### src/include/cpu_defs.svh
`ifndef CPU_DEFS_SVH
`define CPU_DEFS_SVH

// Datapath and micro-address widths
`define DATA_W 8
`define ADDR_W 16
`define UPC_W  7
`define IRQ_N  4

`define RESET_PC    16'h0000
`define FLAGS_RESET 8'hB0

// Interrupt vectors in priority order
`define VEC_VBLANK 16'h0040
`define VEC_LCD    16'h0048
`define VEC_TIMER  16'h0050
`define VEC_JOYPAD 16'h0060

// --------------------
// Opcodes and opcode bases
`define OP_NOP      8'h00
`define OP_LD_R_N   8'h06  // Base, dst in bits 5:3
`define OP_INC_R    8'h04
`define OP_DEC_R    8'h05
`define OP_LD_R_R   8'h40
`define OP_ALU_R    8'h80
`define OP_LD_HL_A  8'h77
`define OP_JP       8'hC3
`define OP_JP_NZ    8'hC2
`define OP_JP_Z     8'hCA
`define OP_JP_NC    8'hD2
`define OP_JP_C     8'hDA
`define OP_EI       8'hFB
`define OP_DI       8'hF3
`define OP_DST_MASK 8'hC7  // Clears the dst field
`define OP_GRP_MASK 8'hC0

// Flag bit positions
`define FLAG_Z 7
`define FLAG_N 6
`define FLAG_H 5
`define FLAG_C 4

`endif

### src/hdl/cpu_isa_pkg.sv
`include "cpu_defs.svh"

package cpu_isa_pkg;

  typedef logic [`DATA_W-1:0] byteT;
  typedef logic [`ADDR_W-1:0] addrT;
  typedef logic [2:0]         regIdxT;
  typedef logic [`DATA_W-1:0] flagsT;   // Z N H C, low nibble always zero
  typedef logic [2:0]         aluOpT;
  typedef logic [`IRQ_N-1:0]  irqT;     // Bit 0 VBLANK up to bit 3 JOYPAD

  // --------------------
  // ALU operations
  localparam aluOpT ALU_ADD  = 3'd0;
  localparam aluOpT ALU_SUB  = 3'd1;
  localparam aluOpT ALU_AND  = 3'd2;
  localparam aluOpT ALU_XOR  = 3'd3;
  localparam aluOpT ALU_OR   = 3'd4;
  localparam aluOpT ALU_INC  = 3'd5;
  localparam aluOpT ALU_DEC  = 3'd6;
  localparam aluOpT ALU_PASS = 3'd7;  // LD r,r'

  // Register indices as encoded in the opcode
  localparam regIdxT REG_H = 3'd4;
  localparam regIdxT REG_L = 3'd5;
  localparam regIdxT REG_A = 3'd7;

endpackage

### src/hdl/cpu_uop_pkg.sv
`include "cpu_defs.svh"

package cpu_uop_pkg;

  typedef logic [`UPC_W-1:0] uPcT;
  typedef logic [3:0]        uCmdT;
  typedef logic [1:0]        uEndT;
  typedef logic [1:0]        uSelT;  // Bit 1 writes A, bit 0 reads the dst field

  typedef struct packed {
    uCmdT cmd;
    uEndT endMode;
    uSelT opSel;
  } uopT;

  typedef enum logic [1:0] {afterReset, startFlow, runFlow, endFlow} flowStateT;

  // --------------------
  // Micro-commands
  localparam uCmdT uNop     = 4'd0;
  localparam uCmdT uFetch   = 4'd1;   // Read at PC, PC+1
  localparam uCmdT uReadImm = 4'd2;
  localparam uCmdT uLatchLo = 4'd3;
  localparam uCmdT uLatchHi = 4'd4;
  localparam uCmdT uLoadReg = 4'd5;
  localparam uCmdT uMove    = 4'd6;
  localparam uCmdT uAlu     = 4'd7;
  localparam uCmdT uIncDec  = 4'd8;
  localparam uCmdT uStoreHl = 4'd9;
  localparam uCmdT uJump    = 4'd10;
  localparam uCmdT uCondEnd = 4'd11;  // Fetches and ends when the condition fails
  localparam uCmdT uIrqJump = 4'd12;
  localparam uCmdT uSetIe   = 4'd13;
  localparam uCmdT uClrIe   = 4'd14;

  localparam uEndT END_NONE   = 2'd0;
  localparam uEndT END_ALWAYS = 2'd1;
  localparam uEndT END_COND   = 2'd2;

  localparam uSelT SEL_DST_SRC = 2'b00;
  localparam uSelT SEL_DST_DST = 2'b01;  // INC and DEC
  localparam uSelT SEL_ACC_SRC = 2'b10;  // ALU ops into A

  // Flow start addresses in the micro-op ROM
  localparam uPcT FLOW_NOP    = 'd0;   // Also the reset flow
  localparam uPcT FLOW_LDN    = 'd1;
  localparam uPcT FLOW_MOVE   = 'd4;
  localparam uPcT FLOW_ALU    = 'd6;
  localparam uPcT FLOW_INCDEC = 'd8;
  localparam uPcT FLOW_STHL   = 'd10;
  localparam uPcT FLOW_JP     = 'd12;
  localparam uPcT FLOW_JPCC   = 'd18;
  localparam uPcT FLOW_EI     = 'd25;
  localparam uPcT FLOW_DI     = 'd27;
  localparam uPcT FLOW_IRQ    = 'd29;

endpackage

### src/hdl/alu_flags.sv
`timescale 1ns/1ps
`include "cpu_defs.svh"

module alu_flags
(
  input  cpu_isa_pkg::aluOpT aluOp,
  input  cpu_isa_pkg::byteT  regA,
  input  cpu_isa_pkg::byteT  regRd,
  input  cpu_isa_pkg::flagsT flags,
  output cpu_isa_pkg::byteT  aluResult,
  output cpu_isa_pkg::flagsT flagsNew
);
  import cpu_isa_pkg::*;

  logic [`DATA_W:0] sum;    // Carry out in the top bit
  logic [`DATA_W:0] diff;   // Borrow in the top bit
  logic [4:0]       halfSum;
  logic             negative;
  logic             half;
  logic             carry;

  assign sum     = {1'b0, regA} + {1'b0, regRd};
  assign diff    = {1'b0, regA} - {1'b0, regRd};
  assign halfSum = {1'b0, regA[3:0]} + {1'b0, regRd[3:0]};

  always_comb
  begin
    negative = 1'b0;
    half     = 1'b0;
    carry    = 1'b0;
    case (aluOp)
      ALU_ADD:
      begin
        aluResult = sum[`DATA_W-1:0];
        half      = halfSum[4];
        carry     = sum[`DATA_W];
      end
      ALU_SUB:
      begin
        aluResult = diff[`DATA_W-1:0];
        negative  = 1'b1;
        half      = (regA[3:0] < regRd[3:0]);  // Borrow from bit 4
        carry     = diff[`DATA_W];
      end
      ALU_AND:
      begin
        aluResult = regA & regRd;
        half      = 1'b1;
      end
      ALU_XOR: aluResult = regA ^ regRd;
      ALU_OR:  aluResult = regA | regRd;
      ALU_INC:
      begin
        aluResult = regRd + 1'b1;
        half      = (aluResult[3:0] == 4'h0);
        carry     = flags[`FLAG_C];          // C untouched
      end
      ALU_DEC:
      begin
        aluResult = regRd - 1'b1;
        negative  = 1'b1;
        half      = (aluResult[3:0] == 4'hF);
        carry     = flags[`FLAG_C];
      end
      default: aluResult = regRd;   // Register move
    endcase
  end

  // --------------------
  // New flags byte
  always_comb
  begin
    flagsNew = '0;
    if (aluOp == ALU_PASS)
      flagsNew = flags;
    else
    begin
      flagsNew[`FLAG_Z] = (aluResult == '0);
      flagsNew[`FLAG_N] = negative;
      flagsNew[`FLAG_H] = half;
      flagsNew[`FLAG_C] = carry;
    end
  end

endmodule

### src/hdl/cpu_core.sv
`timescale 1ns/1ps

module cpu_core
(
  input  logic              iClock,
  input  logic              rstN,
  input  cpu_isa_pkg::byteT iData,
  input  cpu_isa_pkg::irqT  irq,
  output cpu_isa_pkg::addrT addr,
  output cpu_isa_pkg::byteT dataOut,
  output logic              readReq,
  output logic              writeEn
);
  import cpu_isa_pkg::*;
  import cpu_uop_pkg::*;

  // --------------------
  // Sequencer side
  uPcT    uPc;
  uPcT    flowIdx;
  uopT    uop;
  logic   flowStart;
  logic   flowEnable;
  logic   pending;
  logic   condFalse;

  // --------------------
  // Datapath controls
  logic   addrHl;
  logic   regWe;
  regIdxT wrIdx;
  regIdxT rdIdx;
  aluOpT  aluOp;
  logic   useAlu;
  logic   pcInc;
  logic   pcLoadTmp;
  logic   pcLoadVec;
  logic   tmpLoLoad;
  logic   tmpHiLoad;
  logic   flagsWe;
  logic   ieSet;
  logic   ieClr;
  logic   irqAck;

  byteT   regA;
  byteT   regRd;
  byteT   aluResult;
  flagsT  flags;
  flagsT  flagsNew;
  addrT   vector;

  // The ROM decodes the opcode straight from iData
  ucode_rom       ucodeRom   (.opcode(iData), .*);
  ucode_sequencer sequencer  (.*);
  uop_decode      uopDecode  (.*);
  reg_file        regFile    (.*);
  alu_flags       aluFlags   (.*);
  irq_ctrl        irqCtrl    (.*);

endmodule

### src/hdl/irq_ctrl.sv
`timescale 1ns/1ps
`include "cpu_defs.svh"

module irq_ctrl
(
  input  logic              iClock,
  input  logic              rstN,
  input  cpu_isa_pkg::irqT  irq,
  input  logic              ieSet,
  input  logic              ieClr,
  input  logic              irqAck,
  output logic              pending,
  output cpu_isa_pkg::addrT vector
);
  import cpu_isa_pkg::*;

  irqT  reqLatch;
  logic ie;   // Interrupt enable

  always_ff @(posedge iClock)
  begin
    if (!rstN)
    begin
      reqLatch <= '0;
      ie       <= 1'b0;
    end
    else
    begin
      reqLatch <= irqAck ? '0 : irq;   // Sampled every cycle
      if (irqAck || ieClr)
        ie <= 1'b0;
      else if (ieSet)
        ie <= 1'b1;
    end
  end

  assign pending = ie && (reqLatch != '0);

  // Lowest set bit wins
  always_comb
  begin
    if (reqLatch[0])
      vector = `VEC_VBLANK;
    else if (reqLatch[1])
      vector = `VEC_LCD;
    else if (reqLatch[2])
      vector = `VEC_TIMER;
    else
      vector = `VEC_JOYPAD;
  end

endmodule

### src/hdl/reg_file.sv
`timescale 1ns/1ps
`include "cpu_defs.svh"

module reg_file
(
  input  logic                iClock,
  input  logic                rstN,
  input  logic                regWe,
  input  cpu_isa_pkg::regIdxT wrIdx,
  input  cpu_isa_pkg::regIdxT rdIdx,
  input  logic                useAlu,
  input  cpu_isa_pkg::byteT   aluResult,
  input  cpu_isa_pkg::byteT   iData,
  input  logic                pcInc,
  input  logic                pcLoadTmp,
  input  logic                pcLoadVec,
  input  cpu_isa_pkg::addrT   vector,
  input  logic                tmpLoLoad,
  input  logic                tmpHiLoad,
  input  logic                addrHl,
  input  logic                flagsWe,
  input  cpu_isa_pkg::flagsT  flagsNew,
  output cpu_isa_pkg::byteT   regA,
  output cpu_isa_pkg::byteT   regRd,
  output cpu_isa_pkg::flagsT  flags,
  output cpu_isa_pkg::addrT   addr,
  output cpu_isa_pkg::byteT   dataOut
);
  import cpu_isa_pkg::*;

  byteT regs [0:7];   // B C D E H L - A, slot 6 is never written
  addrT pc;
  addrT jumpTmp;
  byteT wrData;

  assign wrData = useAlu ? aluResult : iData;

  always_ff @(posedge iClock)
  begin
    if (!rstN)
    begin
      for (int i = 0; i < 8; i++)
        regs[i] <= '0;
    end
    else if (regWe)
      regs[wrIdx] <= wrData;
  end

  // --------------------
  // Program counter
  always_ff @(posedge iClock)
  begin
    if (!rstN)
      pc <= `RESET_PC;
    else if (pcLoadVec)
      pc <= vector;
    else if (pcLoadTmp)
      pc <= jumpTmp;
    else if (pcInc)
      pc <= pc + 1'b1;
  end

  // Jump target, low byte first
  always_ff @(posedge iClock)
  begin
    if (tmpLoLoad)
      jumpTmp[7:0] <= iData;
    if (tmpHiLoad)
      jumpTmp[15:8] <= iData;
  end

  always_ff @(posedge iClock)
  begin
    if (!rstN)
      flags <= `FLAGS_RESET;
    else if (flagsWe)
      flags <= flagsNew;
  end

  assign regA    = regs[REG_A];
  assign regRd   = regs[rdIdx];
  assign addr    = addrHl ? {regs[REG_H], regs[REG_L]} : pc;
  assign dataOut = regA;   // Only LD (HL),A writes

endmodule

### src/hdl/ucode_rom.sv
`timescale 1ns/1ps
`include "cpu_defs.svh"

module ucode_rom
(
  input  cpu_isa_pkg::byteT opcode,
  input  cpu_uop_pkg::uPcT  uPc,
  output cpu_uop_pkg::uPcT  flowIdx,
  output cpu_uop_pkg::uopT  uop
);
  import cpu_uop_pkg::*;

  logic dstIsMem;
  logic srcIsMem;

  assign dstIsMem = (opcode[5:3] == 3'd6);  // (HL) operands are not kept
  assign srcIsMem = (opcode[2:0] == 3'd6);

  // --------------------
  // Opcode to flow start
  always_comb
  begin
    flowIdx = FLOW_NOP;  // NOP and unknown opcodes
    if ((opcode & `OP_DST_MASK) == `OP_LD_R_N && !dstIsMem)
      flowIdx = FLOW_LDN;
    else if (((opcode & `OP_DST_MASK) == `OP_INC_R ||
              (opcode & `OP_DST_MASK) == `OP_DEC_R) && !dstIsMem)
      flowIdx = FLOW_INCDEC;
    else if (opcode == `OP_LD_HL_A)
      flowIdx = FLOW_STHL;
    else if ((opcode & `OP_GRP_MASK) == `OP_LD_R_R && !dstIsMem && !srcIsMem)
      flowIdx = FLOW_MOVE;
    else if ((opcode & `OP_GRP_MASK) == `OP_ALU_R && !srcIsMem &&
             opcode[5:3] inside {3'd0, 3'd2, 3'd4, 3'd5, 3'd6})
      flowIdx = FLOW_ALU;     // ADD SUB AND XOR OR
    else if (opcode == `OP_JP)
      flowIdx = FLOW_JP;
    else if (opcode inside {`OP_JP_NZ, `OP_JP_Z, `OP_JP_NC, `OP_JP_C})
      flowIdx = FLOW_JPCC;
    else if (opcode == `OP_EI)
      flowIdx = FLOW_EI;
    else if (opcode == `OP_DI)
      flowIdx = FLOW_DI;
  end

  // --------------------
  // Micro-op store
  always_comb
  begin
    case (uPc)
      FLOW_NOP, FLOW_LDN + 2, FLOW_MOVE + 1, FLOW_ALU + 1, FLOW_INCDEC + 1,
      FLOW_STHL + 1, FLOW_JP + 5, FLOW_JPCC + 6, FLOW_EI + 1, FLOW_DI + 1,
      FLOW_IRQ + 1:
        uop = '{uFetch, END_ALWAYS, SEL_DST_SRC};  // Every flow ends here
      FLOW_LDN, FLOW_JP, FLOW_JP + 2, FLOW_JPCC, FLOW_JPCC + 2:
        uop = '{uReadImm, END_NONE, SEL_DST_SRC};
      FLOW_LDN + 1:    uop = '{uLoadReg, END_NONE, SEL_DST_SRC};
      FLOW_MOVE:       uop = '{uMove, END_NONE, SEL_DST_SRC};
      FLOW_ALU:        uop = '{uAlu, END_NONE, SEL_ACC_SRC};
      FLOW_INCDEC:     uop = '{uIncDec, END_NONE, SEL_DST_DST};
      FLOW_STHL:       uop = '{uStoreHl, END_NONE, SEL_DST_SRC};
      FLOW_JP + 1,
      FLOW_JPCC + 1:   uop = '{uLatchLo, END_NONE, SEL_DST_SRC};
      FLOW_JP + 3,
      FLOW_JPCC + 3:   uop = '{uLatchHi, END_NONE, SEL_DST_SRC};
      FLOW_JPCC + 4:   uop = '{uCondEnd, END_COND, SEL_DST_SRC};
      FLOW_JP + 4,
      FLOW_JPCC + 5:   uop = '{uJump, END_NONE, SEL_DST_SRC};
      FLOW_EI:         uop = '{uSetIe, END_NONE, SEL_DST_SRC};
      FLOW_DI:         uop = '{uClrIe, END_NONE, SEL_DST_SRC};
      FLOW_IRQ:        uop = '{uIrqJump, END_NONE, SEL_DST_SRC};
      default:         uop = '{uNop, END_ALWAYS, SEL_DST_SRC};
    endcase
  end

endmodule

### src/hdl/ucode_sequencer.sv
`timescale 1ns/1ps

module ucode_sequencer
(
  input  logic             iClock,
  input  logic             rstN,
  input  cpu_uop_pkg::uPcT flowIdx,
  input  logic             pending,
  input  logic             condFalse,
  input  cpu_uop_pkg::uopT uop,
  output cpu_uop_pkg::uPcT uPc,
  output logic             flowStart,
  output logic             flowEnable
);
  import cpu_uop_pkg::*;

  flowStateT state;
  flowStateT nextState;
  logic      firstFlow;  // High until the reset flow is started
  logic      endNow;
  uPcT       nextFlow;

  assign endNow = (uop.endMode == END_ALWAYS) ||
                  (uop.endMode == END_COND && condFalse);

  // Reset flow first, then a pending interrupt wins over the opcode
  always_comb
  begin
    if (firstFlow)
      nextFlow = FLOW_NOP;
    else if (pending)
      nextFlow = FLOW_IRQ;
    else
      nextFlow = flowIdx;
  end

  // --------------------
  // Flow state machine
  always_ff @(posedge iClock)
  begin
    if (!rstN)
      state <= afterReset;
    else
      state <= nextState;
  end

  always_comb
  begin
    nextState = state;
    case (state)
      afterReset: nextState = startFlow;
      startFlow:  nextState = runFlow;
      runFlow:
        if (endNow)
          nextState = endFlow;
      endFlow:    nextState = startFlow;
      default:    nextState = afterReset;
    endcase
  end

  // --------------------
  // Micro-PC, loaded at flow start and stepped while running
  always_ff @(posedge iClock)
  begin
    if (!rstN)
    begin
      uPc       <= FLOW_NOP;
      firstFlow <= 1'b1;
    end
    else if (state == startFlow)
    begin
      uPc       <= nextFlow;
      firstFlow <= 1'b0;
    end
    else if (state == runFlow && !endNow)
      uPc <= uPc + 1'b1;
  end

  assign flowStart  = (state == startFlow);
  assign flowEnable = (state == runFlow);   // Micro-ops only act here

endmodule

### src/hdl/uop_decode.sv
`timescale 1ns/1ps
`include "cpu_defs.svh"

module uop_decode
(
  input  logic                iClock,
  input  logic                rstN,
  input  cpu_uop_pkg::uopT    uop,
  input  logic                flowStart,
  input  logic                flowEnable,
  input  cpu_isa_pkg::byteT   iData,
  input  cpu_isa_pkg::flagsT  flags,
  output logic                readReq,
  output logic                writeEn,
  output logic                addrHl,
  output logic                regWe,
  output cpu_isa_pkg::regIdxT wrIdx,
  output cpu_isa_pkg::regIdxT rdIdx,
  output cpu_isa_pkg::aluOpT  aluOp,
  output logic                useAlu,
  output logic                pcInc,
  output logic                pcLoadTmp,
  output logic                pcLoadVec,
  output logic                tmpLoLoad,
  output logic                tmpHiLoad,
  output logic                flagsWe,
  output logic                ieSet,
  output logic                ieClr,
  output logic                irqAck,
  output logic                condFalse
);
  import cpu_isa_pkg::*;
  import cpu_uop_pkg::*;

  byteT opcode;
  logic condTrue;

  always_ff @(posedge iClock)
  begin
    if (!rstN)
      opcode <= `OP_NOP;
    else if (flowStart)
      opcode <= iData;  // Opcode of the flow being started
  end

  // cc field: bit 4 picks C over Z, bit 3 asks for the flag set
  assign condTrue = ((opcode[4] ? flags[`FLAG_C] : flags[`FLAG_Z]) == opcode[3]);

  assign wrIdx = uop.opSel[1] ? REG_A : opcode[5:3];
  assign rdIdx = uop.opSel[0] ? opcode[5:3] : opcode[2:0];

  always_comb
  begin
    case (uop.cmd)
      uAlu:
        case (opcode[5:3])
          3'd0:    aluOp = ALU_ADD;
          3'd2:    aluOp = ALU_SUB;
          3'd4:    aluOp = ALU_AND;
          3'd5:    aluOp = ALU_XOR;
          default: aluOp = ALU_OR;
        endcase
      uIncDec:   aluOp = opcode[0] ? ALU_DEC : ALU_INC;
      default:   aluOp = ALU_PASS;
    endcase
  end

  // --------------------
  // Bus and register controls, live only while the flow runs
  always_comb
  begin
    readReq   = 1'b0;
    writeEn   = 1'b0;
    addrHl    = 1'b0;
    regWe     = 1'b0;
    useAlu    = 1'b0;
    pcInc     = 1'b0;
    pcLoadTmp = 1'b0;
    pcLoadVec = 1'b0;
    tmpLoLoad = 1'b0;
    tmpHiLoad = 1'b0;
    flagsWe   = 1'b0;
    ieSet     = 1'b0;
    ieClr     = 1'b0;
    irqAck    = 1'b0;
    condFalse = 1'b0;
    if (flowEnable)
    begin
      case (uop.cmd)
        uFetch, uReadImm:
        begin
          readReq = 1'b1;
          pcInc   = 1'b1;
        end
        uLatchLo: tmpLoLoad = 1'b1;
        uLatchHi: tmpHiLoad = 1'b1;
        uLoadReg: regWe = 1'b1;        // Immediate byte from the bus
        uMove:
        begin
          regWe  = 1'b1;
          useAlu = 1'b1;
        end
        uAlu, uIncDec:
        begin
          regWe   = 1'b1;
          useAlu  = 1'b1;
          flagsWe = 1'b1;
        end
        uStoreHl:
        begin
          writeEn = 1'b1;
          addrHl  = 1'b1;
        end
        uJump: pcLoadTmp = 1'b1;
        uCondEnd:
        begin
          readReq   = !condTrue;       // Not taken, fetch after the operand
          pcInc     = !condTrue;
          condFalse = !condTrue;
        end
        uIrqJump:
        begin
          pcLoadVec = 1'b1;
          irqAck    = 1'b1;
        end
        uSetIe: ieSet = 1'b1;
        uClrIe: ieClr = 1'b1;
        default: ;
      endcase
    end
  end

endmodule

### config.mk
export PLATFORM = sky130hd
export DESIGN_NAME = cpu_core
export DESIGN_NICKNAME = d
export VERILOG_FILES = /design/src/hdl/cpu_isa_pkg.sv /design/src/hdl/cpu_uop_pkg.sv /design/src/hdl/alu_flags.sv /design/src/hdl/cpu_core.sv /design/src/hdl/irq_ctrl.sv /design/src/hdl/reg_file.sv /design/src/hdl/ucode_rom.sv /design/src/hdl/ucode_sequencer.sv /design/src/hdl/uop_decode.sv
export VERILOG_INCLUDE_DIRS = /design/src /design/src/include
export SDC_FILE = /design/constraint.sdc
export NUM_CORES = 1
export LEC_CHECK = 0
export ABC_AREA = 1
export BUFFER_PORTS_ARGS = -buffer_cell sky130_fd_sc_hd__buf_2
export CORE_MARGIN = 2
export CORE_UTILIZATION = 63
export DETAILED_ROUTE_END_ITERATION = 16
export GPL_ROUTABILITY_DRIVEN = 0
export PLACE_DENSITY = 0.81
export SLEW_MARGIN = 15
export SYNTH_ARGS = -nofsm -noshare
export SYNTH_HDL_FRONTEND = slang
export SYNTH_SLANG_ARGS = --single-unit
### constraint.sdc
create_clock -name iClock -period 4.2 [get_ports iClock]
set_input_delay 0.63 -clock iClock [delete_from_list [all_inputs] [get_ports iClock]]
set_output_delay 0.63 -clock iClock [all_outputs]
set_load 0.005 [all_outputs]
==> results of run 1 <==
## worst max-delay path, cell delays in order (launching register included)
cell      delay [ps]
dfxtp_1          350
nor2_4           230
nand2_4          150
nand2_2          210
nand2_4          150
o21ai_0          270
o21ai_1          180
o21ai_2          340
ha_1             400
inv_1            160
nor2_1            80
a221oi_1         280
nand2_1          100
xor2_1           150
a21oi_1          160
nand2_1           70
inv_1             60
nand3_2          100
nand3_4          140
a21oi_1          100
## final timing paths
check | endpoint | slack, ps | cells past startpoint
setup / recovery | regFile.regs[5][7] | 250 | 19
hold / removal | irqCtrl.reqLatch[0] | 420 | 3
setup reg to reg | regFile.regs[5][7] | 250 | 19
hold reg to reg | regFile.flags[4] | 480 | 2
## per-layer routing
| metal | GRT usage | up-vias |
|---|---|---|
| li1 | - | 4078 |
| met1 | 0.444 | 3951 |
| met2 | 0.522 | 490 |
| met3 | 0.0538 | 89 |
| met4 | 0.152 | 0 |
| met5 | 0 | - |
## final cells by class
| type | count | area (um^2) |
|---|---|---|
| flip-flops and latches | 127 | 3340 |
| repair buffers | 64 | 408 |
| multi-input cells | 874 | 4690 |
| clock inverters | 12 | 101 |
| inverters | 153 | 574 |
| fillers | 1072 | 3900 |
| clock buffers | 20 | 479 |
| well taps | 180 | 225 |
## registers in the layout (all words and copies together), names as in the netlist, named ones only
register	cells
uopDecode.opcode	6
regFile.regs	64
sequencer.state	2
regFile.flags	2
irqCtrl.ie	1
sequencer.uPc	7
regFile.jumpTmp	16
irqCtrl.reqLatch	4
sequencer.firstFlow	1
regFile.pc	16
## power by group through the flow
stage	combinational (uW)	clock [uW]	sequential (uW)
after floorplan	1160	0	1470
after global placement	1450	0	1500
after detailed placement	1490	0	1500
after CTS	1500	1440	1480
after global routing	1770	1490	1490
final	1610	1450	1480
## stage by stage
stage	setup TNS [ps]	setup slack [ps]	utilization	hold slack, ps	power, uW
2_1_floorplan	0	796	-	426	2640
3_3_place_gp	0	288	0.663	455	2950
3_5_place_dp	0	185	0.663	457	2990
4_1_cts	0	121	0.705	412	4410
5_1_grt	-263	-63.0	0.716	443	4750
6_report	0	253	0.716	420	4540
## kinds of logic after synthesis
kind of cell,count (synthesis)
adder cells (fa/ha/maj),34
buffers and inverters,185
flip-flops,127
AND/OR/NAND/NOR,635
AO/OA/AOI/OAI,186
XOR/XNOR,18
## cells in the final DEF, fill, tap and decap left out, types with 4 or more instances in the layout
cell       instances
nor3_1            23
o21ai_0           63
clkbuf_16         19
inv_2              8
nand3b_1           4
inv_1            145
buf_2             39
nand3_2            7
nand2_2           17
edfxtp_1          80
xor2_1            17
ha_1              33
nand3_4            5
o21ai_2            6
o21bai_1           5
dfxtp_1           47
nor4_1             6
o21ai_4            4
o211ai_1          16
nand2_4            5
o21ai_1            5
nor2_4             5
nand4_1           19
buf_4             23
a21oi_1           65
and2_1             9
nand2_1          272
nand3_1          132
nor2_1           119
## repair_timing
item	4_1_cts	5_1_grt
buffers inserted	0	12
hold buffers	0	0
setup endpoints to repair	0	41
resized for setup	0	4
==> metrics.csv, run 1 <==
stage,metric,value,unit
outcome,outcome,finished clean,
detailed_routing,Max Used Layer,met4,
critical_path,CP Launch Point,sequencer.uPc[6],
power,Comb pwr share,0.354,
floorplanning,Die W,122,um
worst_hold_path,hold_sp,irq[0],
grt,largest net degree at the start of global routing,34,
sta,Fmax,253,MHz
cells_and_area,NumNets Final,1285,
cells_and_area,Non-Filler Instances,1430,
cells_and_area,ant diodes,0,
clock_tree,CTS tree,done,
cells_and_area,layout cells sized above 1,0.131,
floorplanning,Site Rows,43,
clock_tree,CTS clock-pin slew for the worst setup and hold paths,60,ps
sta,max-slew violations,0,
floorplanning,num ports,40,
synthesis,"flops & latches, synth",127,
grt,GR Overflow Total,0,
synthesis,Yosys Warn Count,0,
grt,initial antenna violation count,0,
synthesis,multiplexer share of the synthesized area,0,
synthesis,Post-synth top flop,edfxtp_1,
critical_path,CP endpoint kind,flip-flop,
synthesis,Synth Cell Area,8750,um^2
synthesis,Netlist cell types,51,
sta,fin crit share,0.940,
floorplanning,die area,14900,um^2
power,part of the power in registers,0.326,
sta,final setup fails,0,
synthesis,sequential element share of the synthesized area,0.382,
sta,Slew Limit Headroom,0.258,
detailed_routing,Routed Wire Length,24.7,mm
clock_tree,clock latency on the worst-skew pair,430,ps
cells_and_area,design area,9820,um^2
floorplanning,Die Span Y,122,um
clock_tree,total clock sinks,127,
synthesis,simple-gate share of the synthesized area,0.336,
detailed_routing,met1 wire length,9.91,mm
synthesis,Gate Count Post-Synth,1185,
grt,vias in the first global route,7633,
critical_path,critical path type,reg2reg,
clock_tree,clk root buf,clkbuf_16,
job,Max Cap Viol,0,
power,pwr dens,462,nW/um^2
synthesis,top post-synthesis cells by area,"edfxtp_1 (27%), nand2_1 (12%), dfxtp_1 (11%)",
synthesis,ys async rst share,0,
power,Pleak,0.00430,uW
synthesis,Adder-Cell Fraction of Synth Area,0.0495,
placed_design,Port Buf Inserts,39,
sta,final count of hold timing violations,0,
detailed_routing,Residual DRC,0,
cells_and_area,Synth-to-Final Area Change,12.2,%
power,NetSw,1730,uW
worst_hold_path,Hold WC Path Type,in2reg,
clock_tree,H-tree depth,4,
placed_design,placed insts,1385,
critical_path,worst path required time,4360,ps
synthesis,XOR/XNOR share of the synthesized area,0.0180,
synthesis,Synth area leader,edfxtp_1,
synthesis,syn avg cell area,7.39,um^2
power,Net Sw Frac,0.382,
sta,clock period minus worst slack,3950,ps
power,peak supply drop,0.344,mV
synthesis,Compound-Gate Fraction of Synth Area,0.129,
detailed_routing,router iterations before antenna repair,6,
floorplanning,Core Area,13700,um^2
detailed_routing,Starting DRT DRC Count,974,
detailed_routing,Routed Antenna Nets,0,
synthesis,synth cell count leaders,"nand2_1 (273), inv_1 (145), nand3_1 (132)",
power,Internal,2800,uW
synthesis,share of the synthesized area in the top cell type,0.274,
grt,first-pass GRT wire length,37.8,mm
sta,worst slew pin tran,1110,ps
detailed_routing,met2 WL,11.4,mm
floorplanning,initial core utilization,0.638,
clock_tree,clk buf depth,2,
power,clock share of power,0.320,
synthesis,leading cell type by number of instances after synthesis,nand2_1,
detailed_routing,WL per Instance,17.3,um
detailed_routing,Vias,8608,
critical_path,Reg2Reg Launch Point,sequencer.uPc[6],
placed_design,dpl cell area,9090,um^2
grt,GRT Overall Usage,0.329,
synthesis,syn_nets,1233,
synthesis,main combinational cell family by area after synthesis,simple AND/OR/NAND/NOR gates,
synthesis,"EDFF count, synth",80,
sta,skew final,12.3,ps
critical_path,critical path arrival,4100,ps
placed_design,Final HPWL DP,17.9,mm
critical_path,startpoint types,flip-flop,
detailed_routing,Vias/cell,6.02,
clock_tree,number of buffers created by CTS,17,
detailed_routing,routed wl met3,2.33,mm
critical_path,CP max FO,12,
Power figures use the tool's default switching activity.
==> inputs of run 2 (changes only) <==
Settings changed: CELL_PAD_IN_SITES_DETAIL_PLACEMENT set to 1, CELL_PAD_IN_SITES_GLOBAL_PLACEMENT set to 1, CORE_UTILIZATION 63 to 46, PLACE_DENSITY 0.81 to not set, PLACE_DENSITY_LB_ADDON set to 0.1.
==> metrics.csv, run 2 (same netlist as run 1, synthesis figures left out) <==
stage,metric,value,unit
outcome,outcome,finished clean,
sta,max-slew violations,0,
clock_tree,number of buffers created by CTS,17,
detailed_routing,Residual DRC,0,
detailed_routing,Vias/cell,5.73,
clock_tree,clock latency on the worst-skew pair,420,ps
critical_path,slowest cell on the critical path,dfxtp_1,
grt,vias in the first global route,8445,
critical_path,critical path type,reg2reg,
power,pwr dens,475,nW/um^2
detailed_routing,Starting DRT DRC Count,619,
critical_path,"most used cell, CP",nand2_1,
placed_design,dpl cell area,9190,um^2
floorplanning,Core Area,18700,um^2
grt,GR Layer Usage met3,0.0343,
sta,fin crit share,0.937,
cells_and_area,layout cells sized above 1,0.133,
critical_path,"slowest stage delay, CP",350,ps
sta,Fmax,254,MHz
grt,met1 Usage GRT,0.406,
critical_path,crit-path cells,nor2_4 > nand2_8 > nand2_1 > o21ai_4 > buf_4 > buf_4 > nand3_1 > nand2_1 > o21ai_4 > inv_2 > ha_1 > inv_1 > o21ai_0 > a221oi_1 > nand2_1 > xor2_1 > a21oi_1 > nand2_1 > inv_1 > nand3_2 > nand3_4 > a21oi_1,
cells_and_area,ant diodes,0,
job,Max Cap Viol,0,
placed_design,Final HPWL DP,21.9,mm
worst_hold_path,Hold WC Path Type,in2reg,
detailed_routing,router iterations before antenna repair,5,
cells_and_area,Synth-to-Final Area Change,14.0,%
grt,GR Overflow Total,0,
clock_tree,cts hold-fix bufs,0,
critical_path,FF-to-FF path depth,22,
sta,clock period minus worst slack,3930,ps
critical_path,critical path arrival,4090,ps
sta,RSZ-0062 raised after global routing,false,
placed_design,Port Buf Inserts,39,
clock_tree,clk root buf,clkbuf_16,
sta,final setup fails,0,
sta,setup_tns,0,ps
clock_tree,CTS tree,done,
floorplanning,Site Rows,50,
clock_tree,CTS clock-pin slew for the worst setup and hold paths,60,ps
floorplanning,Die Span Y,142,um
cells_and_area,design area,9980,um^2
critical_path,CP endpoint kind,flip-flop,
detailed_routing,WL per Instance,20.0,um
sta,final count of hold timing violations,0,
grt,GRT Overall Usage,0.296,
floorplanning,die area,20100,um^2
cells_and_area,multi-input logic area,4730,um^2
detailed_routing,Vias,8499,
critical_path,CP top delay family,simple AND/OR/NAND/NOR gates,
grt,largest net degree at the start of global routing,34,
power,peak supply drop,0.222,mV
cells_and_area,largest reg by FF count,regFile.regs,
clock_tree,H-tree depth,4,
cells_and_area,biggest registers after layout,"regFile.regs: 64 flops, regFile.jumpTmp: 16 flops, regFile.pc: 16 flops",
clock_tree,total clock sinks,127,
sta,worst slew pin tran,1170,ps
critical_path,worst path bufs/invs,5,
floorplanning,num ports,40,
grt,M2 GR Usage,0.485,
detailed_routing,Routed Antenna Nets,0,
clock_tree,clk buf depth,2,
cells_and_area,# fillers,2408,
cells_and_area,max FFs per register,64,
sta,skew final,9.29,ps
floorplanning,initial core utilization,0.468,
cells_and_area,most frequent cells in the layout,"nand2_1 (272), inv_1 (145), nand3_1 (132), nor2_1 (119), edfxtp_1 (80)",
critical_path,CP max FO,10,
cells_and_area,NumNets Final,1285,
cells_and_area,FF/Latch Area,3340,um^2
grt,initial antenna violation count,0,
critical_path,Levels on crit path,22,
worst_hold_path,Hold Path Depth,3,
grt,busiest metal layer after global routing,met2,
power,Pleak,0.00434,uW
cells_and_area,"commonest non-fill, non-tap cell in the layout",nand2_1,
critical_path,startpoint types,flip-flop,
sta,Slew Limit Headroom,0.218,
critical_path,worst path required time,4350,ps
floorplanning,Die W,142,um
detailed_routing,Routed Wire Length,29.7,mm
grt,first-pass GRT wire length,46.1,mm
## run 2: changes by cell type in the layout (fill, tap and decap cells not counted), sizes merged
cell	previous run	this run
bufinv	1	3
clkbuf	20	21
inv	158	155
## run 2: layout make-up
type                    count  area share
clock inverters            11      0.0153
inverters                 153      0.0575
well taps                 234      0.0293
flip-flops and latches    127       0.335
repair buffers             64      0.0409
clock buffers              21      0.0484
multi-input cells         874       0.474
## run 2: per-layer routing
metal / share of wire / wire [um] / vias up
li1: - / - / 4083
met2: 0.47 / 13900 / 252
met4: 0.029 / 855 / 0
met1: 0.45 / 13500 / 4114
met3: 0.049 / 1470 / 50
met5: 0 / 0 / -
## run 2: path summary, 6_finish.rpt
path                    start                   to  slack (ps)
min reg2reg  regFile.flags[4]     regFile.flags[4]         480
max reg2reg  sequencer.uPc[5]   regFile.regs[6][7]         270
min                    irq[2]  irqCtrl.reqLatch[2]         410
max          sequencer.uPc[5]   regFile.regs[6][7]         270
## run 2: power breakdown
group	leakage, uW	total (uW)	internal (uW)	switching [uW]
combinational	0.00284	1680	517	1160
clock	0.000308	1580	1010	572
sequential	0.00119	1480	1410	77.0
total	0.00434	4740	2930	1810
## run 2: stage by stage
stage | std cells | hold WS, ps | setup slack [ps] | utilization | power (uW)
floorplan | 1185 | 426 | 796 | - | 2640
global placement | 1443 | 455 | 147 | 0.491 | 3060
detailed placement | 1443 | 461 | 56.7 | 0.491 | 3100
CTS | 1475 | 402 | 28.7 | 0.525 | 4690
global route | 1484 | 418 | 40.1 | 0.534 | 5000
finish | 1484 | 413 | 266 | 0.534 | 4740
## run 2: tightest hold or removal path, delay by kind of cell
kind	cells	cell delay, ps
buffers and inverters	2	130
AND/OR/NAND/NOR	1	30
## run 2: what timing repair did
item                                    4_1_cts  5_1_grt
endpoints found under the setup margin        0       45
resized for setup                             0       11
buffers inserted                              0        9
